--- src/logic/router_config.svh ---
`ifndef ROUTER_CONFIG_SVH
`define ROUTER_CONFIG_SVH

// Input ports L, N, E, W, S
`define ROUTER_NUM_PORTS 5

`define ROUTER_DATA_WIDTH 16

// Hold length sits in the low bits of header data
`define ROUTER_LEN_WIDTH 12

`define ROUTER_ID_WIDTH 3

// Entries per input FIFO
`define ROUTER_FIFO_DEPTH 4

`endif

--- src/logic/routerPkg.sv ---
`default_nettype none
`include "router_config.svh"

package routerPkg;

  // Local 0, North 1, East 2, West 3, South 4
  typedef logic [$clog2(`ROUTER_NUM_PORTS)-1:0] portIdxT;

  localparam logic [`ROUTER_ID_WIDTH-1:0] FLIT_HEADER = 3'd1; // Carries hold length
  localparam logic [`ROUTER_ID_WIDTH-1:0] FLIT_BODY   = 3'd2;
  localparam logic [`ROUTER_ID_WIDTH-1:0] FLIT_TAIL   = 3'd3;

  typedef struct packed {
    logic [`ROUTER_ID_WIDTH-1:0]   id;
    logic [`ROUTER_DATA_WIDTH-1:0] data;
  } flitT;

endpackage

`default_nettype wire

--- src/logic/flitFifo.sv ---
`default_nettype none
`include "router_config.svh"

module flitFifo
(
  input  wire logic            clk,
  input  wire logic            rst,
  input  wire logic            inValid,
  output logic                 inReady,
  input  wire routerPkg::flitT inFlit,
  output logic                 headValid,
  output routerPkg::flitT      headFlit,
  input  wire logic            pop
);

  localparam int Depth = `ROUTER_FIFO_DEPTH;
  localparam int PtrWidth = $clog2(Depth);

  routerPkg::flitT     mem [Depth];
  logic [PtrWidth-1:0] wrPtr;
  logic [PtrWidth-1:0] rdPtr;
  logic [PtrWidth:0]   count;
  logic                push;

  function automatic logic [PtrWidth-1:0] nextPtr(input logic [PtrWidth-1:0] ptr);
    if (ptr == PtrWidth'(Depth - 1))
      return '0;
    return ptr + 1'b1;
  endfunction

  assign inReady   = (count != (PtrWidth + 1)'(Depth)); // Not full
  assign headValid = (count != '0);
  assign push      = inValid && inReady;
  assign headFlit  = mem[rdPtr];

  always_ff @(posedge clk)
  begin
    if (push)
      mem[wrPtr] <= inFlit;
  end

  always_ff @(posedge clk)
  begin
    if (rst)
    begin
      wrPtr <= '0;
      rdPtr <= '0;
      count <= '0;
    end
    else
    begin
      if (push)
        wrPtr <= nextPtr(wrPtr);
      if (pop)
        rdPtr <= nextPtr(rdPtr);
      case ({push, pop})
        2'b10:   count <= count + 1'b1;
        2'b01:   count <= count - 1'b1;
        default: count <= count; // Both or neither
      endcase
    end
  end

  // The top level only pops a FIFO that shows a head flit
  assert property (@(posedge clk) disable iff (rst) pop |-> headValid)
    else $error("flitFifo: pop while empty");

endmodule

`default_nettype wire

--- src/logic/holdTimer.sv ---
`default_nettype none
`include "router_config.svh"

module holdTimer
(
  input  wire logic                         clk,
  input  wire logic                         rst,
  input  wire logic                         loadEn,
  input  wire logic [`ROUTER_LEN_WIDTH-1:0] length,
  input  wire logic                         run,
  output logic                              timesUp
);

  logic [`ROUTER_LEN_WIDTH-1:0] limit;
  logic [`ROUTER_LEN_WIDTH-1:0] count; // Cycles of held grant

  always_ff @(posedge clk)
  begin
    if (rst)
    begin
      limit <= '0;
      count <= '0;
    end
    else
    begin
      if (loadEn)
        limit <= length;
      if (run)
        count <= count + 1'b1;
      else
        count <= '0;
    end
  end

  // Length k gives k+1 cycles of grant
  assign timesUp = (count == limit);

endmodule

`default_nettype wire

--- src/logic/outputArbiter.sv ---
`default_nettype none
`include "router_config.svh"

module outputArbiter
(
  input  wire logic                          clk,
  input  wire logic                          rst,
  input  wire logic [`ROUTER_NUM_PORTS-1:0]  req,
  input  wire logic [`ROUTER_ID_WIDTH-1:0]   headFlitId [`ROUTER_NUM_PORTS],
  input  wire logic [`ROUTER_LEN_WIDTH-1:0]  headLength [`ROUTER_NUM_PORTS],
  output logic [`ROUTER_NUM_PORTS-1:0]       grant,
  output routerPkg::portIdxT                 grantPort
);

  localparam int NumPorts = `ROUTER_NUM_PORTS;
  localparam logic [NumPorts:0] Idle = 1;

  // Bit 0 is idle, bit p+1 grants port p
  logic [NumPorts:0]   state;
  logic [NumPorts:0]   nextState;
  logic [NumPorts-1:0] isHeader;
  logic [NumPorts-1:0] loadEn;
  logic [NumPorts-1:0] runTimer;
  logic [NumPorts-1:0] timesUp;

  for (genvar p = 0; p < NumPorts; p++)
  begin : gTimer
    assign isHeader[p] = (headFlitId[p] == routerPkg::FLIT_HEADER);

    holdTimer i_timer
    (
      .clk     (clk),
      .rst     (rst),
      .loadEn  (loadEn[p]),
      .length  (headLength[p]),
      .run     (runTimer[p]),
      .timesUp (timesUp[p])
    );
  end

  assign grant    = state[NumPorts:1];
  assign loadEn   = ~grant & isHeader; // Limit frozen while granted
  assign runTimer = grant & req & ~timesUp; // Nonzero only when the grant holds

  always_comb
  begin
    grantPort = '0;
    for (int i = 0; i < NumPorts; i++)
    begin
      if (grant[i])
        grantPort = routerPkg::portIdxT'(i);
    end
  end

  always_comb
  begin
    int startIdx;
    int idx;
    logic found;
    // Search starts after the holder, so the holder comes last
    startIdx = state[0] ? 0 : int'(grantPort) + 1;
    found = 1'b0;
    idx = 0;
    nextState = Idle;
    if (|runTimer)
      nextState = state;
    else
    begin
      for (int k = 0; k < NumPorts; k++)
      begin
        idx = startIdx + k;
        if (idx >= NumPorts)
          idx = idx - NumPorts;
        if (!found && req[idx])
        begin
          nextState = '0;
          nextState[idx + 1] = 1'b1;
          found = 1'b1;
        end
      end
    end
  end

  always_ff @(posedge clk)
  begin
    if (rst)
      state <= Idle;
    else
      state <= nextState;
  end

  assert property (@(posedge clk) disable iff (rst) $onehot(state))
    else $error("outputArbiter: state not one-hot");

  // Every grant, new or held, was requested the cycle before
  assert property (@(posedge clk) disable iff (rst) 1'b1 |=> ((grant & ~$past(req)) == '0))
    else $error("outputArbiter: grant without request");

endmodule

`default_nettype wire

--- src/logic/outputPort.sv ---
`default_nettype none
`include "router_config.svh"

module outputPort
(
  input  wire logic                          clk,
  input  wire logic                          rst,
  input  wire logic [`ROUTER_NUM_PORTS-1:0]  inValid,
  output logic [`ROUTER_NUM_PORTS-1:0]       inReady,
  input  wire logic [`ROUTER_ID_WIDTH-1:0]   inFlitId [`ROUTER_NUM_PORTS],
  input  wire logic [`ROUTER_DATA_WIDTH-1:0] inData [`ROUTER_NUM_PORTS],
  output logic                               outValid,
  input  wire logic                          outReady,
  output logic [`ROUTER_ID_WIDTH-1:0]        outFlitId,
  output logic [`ROUTER_DATA_WIDTH-1:0]      outData,
  output routerPkg::portIdxT                 outPort
);

  localparam int NumPorts = `ROUTER_NUM_PORTS;

  routerPkg::flitT              inFlit     [NumPorts];
  routerPkg::flitT              headFlit   [NumPorts];
  logic [`ROUTER_ID_WIDTH-1:0]  headFlitId [NumPorts];
  logic [`ROUTER_LEN_WIDTH-1:0] headLength [NumPorts];
  logic [NumPorts-1:0]          headValid;
  logic [NumPorts-1:0]          pop;
  logic [NumPorts-1:0]          grant;
  routerPkg::portIdxT           grantPort;
  routerPkg::flitT              selFlit;
  logic                         xfer;

  for (genvar p = 0; p < NumPorts; p++)
  begin : gPort
    assign inFlit[p] = '{id: inFlitId[p], data: inData[p]};

    flitFifo i_fifo
    (
      .clk       (clk),
      .rst       (rst),
      .inValid   (inValid[p]),
      .inReady   (inReady[p]),
      .inFlit    (inFlit[p]),
      .headValid (headValid[p]),
      .headFlit  (headFlit[p]),
      .pop       (pop[p])
    );

    assign headFlitId[p] = headFlit[p].id;
    assign headLength[p] = headFlit[p].data[`ROUTER_LEN_WIDTH-1:0]; // Only meaningful on headers
  end

  outputArbiter i_arbiter
  (
    .clk        (clk),
    .rst        (rst),
    .req        (headValid),
    .headFlitId (headFlitId),
    .headLength (headLength),
    .grant      (grant),
    .grantPort  (grantPort)
  );

  assign selFlit   = headFlit[grantPort];
  assign outValid  = |(grant & headValid);
  assign outFlitId = selFlit.id;
  assign outData   = selFlit.data;
  assign outPort   = grantPort;

  assign xfer = outValid && outReady;
  assign pop  = grant & {NumPorts{xfer}}; // Pop the owner on handshake

endmodule

`default_nettype wire

--- config.mk ---
export PLATFORM = sky130hd
export DESIGN_NAME = outputPort
export DESIGN_NICKNAME = d
export VERILOG_FILES = /design/src/logic/routerPkg.sv /design/src/logic/flitFifo.sv /design/src/logic/holdTimer.sv /design/src/logic/outputArbiter.sv /design/src/logic/outputPort.sv
export VERILOG_INCLUDE_DIRS = /design/src /design/src/logic
export SDC_FILE = /design/constraint.sdc
export NUM_CORES = 1
export LEC_CHECK = 0
export ABC_AREA = 1
export BUFFER_PORTS_ARGS = -buffer_cell sky130_fd_sc_hd__buf_2
export CORE_MARGIN = 1.5
export CORE_UTILIZATION = 50
export DETAILED_ROUTE_END_ITERATION = 8
export GPL_ROUTABILITY_DRIVEN = 0
export GPL_TIMING_DRIVEN = 0
export PLACE_DENSITY = 0.67
export SLEW_MARGIN = 0
export SYNTH_ARGS = -nofsm -noshare
export SYNTH_HDL_FRONTEND = slang
export SYNTH_SLANG_ARGS = --single-unit
--- constraint.sdc ---
create_clock -name clk -period 3.1 [get_ports clk]
set_input_delay 0.465 -clock clk [delete_from_list [all_inputs] [get_ports clk]]
set_output_delay 0.465 -clock clk [all_outputs]
set_load 0.005 [all_outputs]
==> impl_metrics.env <==
export IMPL_required_ns=3.66
export IMPL_swShare=0.385
export IMPL_nets=2880
export IMPL_cp_end_kind="flip-flop"
export IMPL_crit_end="i_arbiter.state[0]"
export IMPL_final_util=0.617
export IMPL_gr_total_overflow=0
export IMPL_ys_seq_area_frac=0.598
export IMPL_clock_power_share=0.242
export IMPL_synth_top_cell_area_share=0.460
export IMPL_final_cells=3428
export IMPL_syn_avg_cell_area_um2=10.2
export IMPL_dp_cells=3249
export IMPL_synth_area_um2=24800
export IMPL_slew_viol_final=0
export IMPL_cts_root_buf="clkbuf_16"
export IMPL_die_h_um=226
export IMPL_synth_compound_area_share=0.135
export IMPL_wl_per_cell_um=20.1
export IMPL_rr_endpoint="i_arbiter.state[0]"
export IMPL_finalWorstSetupSlack_ns=-0.0437
export IMPL_multiInputGateArea_um2=9670
export IMPL_dp_hpwl_mm=48.8
export IMPL_muxShareOfSynthArea=0
export IMPL_status="finished, violations left"
export IMPL_cts_max_level=2
export IMPL_synthDistinctLibCells=58
export IMPL_yosys_top_cells_area="edfxtp_1, dfxtp_1, nand2_1"
export IMPL_grt_pass1_wl_mm=102
export IMPL_vdd_drop_max_mv=0.513
export IMPL_fin_crit_sh=1.01
export IMPL_synth_simple_area_share=0.155
export IMPL_rsz0062_at_grt="true"
export IMPL_start_util=0.507
export IMPL_power_leakage_nw=12.0
export IMPL_synthXorXnorAreaFrac=0.0293
export IMPL_powerDensity_nw_per_um2=881
export IMPL_clkLatencyLatePin_ns=0.62
export IMPL_cts_tree="yes"
export IMPL_clock_skew_ns=0.0239
export IMPL_cts_buffer_depth=3
export IMPL_rows=81
export IMPL_period_needed_ns=3.14
export IMPL_fin_area_um2=30200
export IMPL_fp_dieArea_um2=51000
export IMPL_core_area_um2=49000
export IMPL_setup_tns_ns=-0.111
export IMPL_holdBufCountCts=0
export IMPL_r2r_start="i_arbiter.state[4]"
export IMPL_ys_seq_elements=551
export IMPL_track_usage=0.265
export IMPL_grt_pass1_vias=18600
export IMPL_cell_internal_pwr_w=0.0164
export IMPL_drt_initial_drc_count=1889
export IMPL_port_buffer_count=129
export IMPL_worstMarginPinSlew_ns=1.23
export IMPL_cts_buffers=55
export IMPL_worstRegToRegCells=22
export IMPL_drive_above_1_share=0.242
export IMPL_power_switching_w=0.0103
export IMPL_antenna_found_initial=1
export IMPL_slew_headroom=0.181
export IMPL_drcViolationCount=0
export IMPL_firstDrtPassIters=6
export IMPL_holdCritStartpoint="inData[18]"
export IMPL_cap_violations=0
export IMPL_synth_area_leader_cell="edfxtp_1"
export IMPL_yosys_warnings=0
export IMPL_fp_dieW_um=226
export IMPL_failed_checks="negative setup slack"
export IMPL_rrSetupSlack_ns=-0.04
export IMPL_clk_pin_slew_ns=0.07
export IMPL_seq_power_share=0.322
export IMPL_totalWireLength_mm=69.0
export IMPL_seq_area_um2=14900
export IMPL_final_hold_viol_count=0
export IMPL_min_path_type="input pin to flip-flop"
export IMPL_synth_cells=2435
export IMPL_n_fill_cell=3853
export IMPL_start_kind="flip-flop"
export IMPL_cp_data_arrival_time_ns=3.70
export IMPL_cp_max_fo=4
export IMPL_io_pins=131
export IMPL_setup_violations=5
export IMPL_p_comb_frac=0.436
export IMPL_grt_max_degree=17
export IMPL_crit_type="flip-flop to flip-flop"
export IMPL_vias=19400
export IMPL_synthAdderAreaFrac=0.0323
export IMPL_max_freq_mhz=318
export IMPL_final_antenna_net_count=0
export IMPL_cp_startpoint="i_arbiter.state[4]"
export IMPL_placed_area_um2=26700
export IMPL_cts_sinks=551
export IMPL_vias_per_cell=5.66
export IMPL_pre_cts_ws_ns=-0.657
export IMPL_area_delta_synth_final_pct=21.8
export IMPL_synth_top_family_by_area="simple AND/OR/NAND/NOR gates"
## cell type report
type                       count  area share
antenna                        1   0.0000828
buffer                       103      0.0227
clock buffer                  78      0.0525
clock inverter                26     0.00546
inverter                     198      0.0263
multi-input combinational   1578       0.320
sequential                   551       0.492
tap                          664      0.0275
timing repair buffer         229      0.0540
## repair_timing
action,4_1_cts,5_1_grt
buffers inserted,44,36
gates resized for setup,252,152
pin swaps,32,73
setup endpoints to repair,35,31
## cells in the final DEF (no fill, tap or decap), types with 20 or more instances in the layout
cell type,instances
edfxtp_1,380
nand2_1,372
nor2_1,221
o21ai_0,183
a21oi_1,178
inv_1,161
dfxtp_1,160
buf_2,136
buf_4,90
xor2_1,72
nand3_1,68
clkbuf_16,58
clkbuf_1,43
ha_1,43
nor2_2,38
a32o_1,37
nand4_1,28
nand2_2,26
nor3_1,25
buf_8,23
inv_2,22
o22ai_2,20
## per-stage QoR
step / hold slack (ns) / total power [W]
4_1_cts: 0.0435 / 0.0251
3_3_place_gp: 0.453 / 0.0169
5_1_grt: 0.0534 / 0.0278
6_report: 0.0658 / 0.0266
3_5_place_dp: 0.466 / 0.0172
2_1_floorplan: 0.440 / 0.0144
## logic make-up after synthesis
logic type | Yosys count
flops | 551
compound gates | 560
simple gates | 871
buf+inv | 307
other cells | 2
fa+ha+maj | 61
xor+xnor | 83
## registers in the layout, summed over array words and instances (netlist names), named ones only
| signal | cells |
|---|---|
| gPort.i_fifo.count | 15 |
| gPort.i_fifo.mem | 380 |
| gPort.i_fifo.wrPtr | 10 |
| gPort.i_fifo.rdPtr | 10 |
| i_arbiter.gTimer.i_timer.count | 60 |
| i_arbiter.gTimer.i_timer.limit | 60 |
| i_arbiter.state | 6 |
## worst min-delay path by stage
| stage | end | slack [ns] | cells after the start |
|---|---|---|---|
| after floorplan | i_arbiter.gTimer[0].i_timer.count[0] | 0.44 | 1 |
| after global placement | i_arbiter.gTimer[2].i_timer.count[0] | 0.45 | 1 |
| after detailed placement | i_arbiter.gTimer[1].i_timer.count[0] | 0.47 | 1 |
| after CTS | gPort[0].i_fifo.mem[0][6] | 0.04 | 1 |
| after global routing | gPort[4].i_fifo.mem[3][7] | 0.05 | 1 |
| final | gPort[3].i_fifo.mem[0][2] | 0.07 | 1 |
## cells in the mapped netlist, drive strengths merged
master     n
xnor2     11
a21o       1
edfxtp   380
a32o      56
or2       11
conb       2
xor2      72
o21a       3
dfxtp    171
nor4      14
a31oi      8
a2111oi    2
o221a      2
clkbuf    84
o22ai     30
a31o       1
nand4     29
o21ai    214
a221oi    10
o211a      5
nand3     82
o221ai     8
a22o       1
nor3      32
clkinv     2
nand3b     3
nor2     272
nor3b     10
nand2    415
o21bai     2
a21oi    201
a211oi     5
buf       25
and3       3
o211ai     8
fa         5
inv      196
a32oi      3
ha        56
## power by group through the flow
stage                     sequential, W  clock, W  combinational [W]
after floorplan                 0.00864         0            0.00577
after global placement          0.00869         0            0.00825
after detailed placement        0.00870         0            0.00849
after CTS                       0.00855   0.00650             0.0100
after global routing            0.00861   0.00679             0.0124
final                           0.00858   0.00644             0.0116
## routing by layer
| layer | share of wire | global-route usage | wire (µm) | vias to the layer above |
|---|---|---|---|---|
| met4 | 0.033 | 0.103 | 2310 | 0 |
| met2 | 0.47 | 0.425 | 32500 | 764 |
| li1 | - | - | - | 9112 |
| met1 | 0.40 | 0.339 | 27900 | 9399 |
| met5 | 0 | 0.00587 | 0 | - |
| met3 | 0.091 | 0.0755 | 6280 | 144 |
## worst max-delay path, cell delays in order (launching register included)
cell	delay (ns)
dfxtp_2	0.36
inv_4	0.06
buf_4	0.15
a21oi_4	0.16
inv_4	0.07
ha_2	0.21
a21oi_2	0.17
ha_2	0.23
o21ai_2	0.10
inv_2	0.11
nand2_1	0.10
o21ai_4	0.08
inv_1	0.10
ha_2	0.21
nand3_1	0.08
a21o_1	0.12
nand3_2	0.09
nor2_2	0.16
buf_4	0.13
nand4_1	0.11
nand2_1	0.12
nand2_1	0.06
nand2_1	0.08
(Power assumes the default switching activity.)
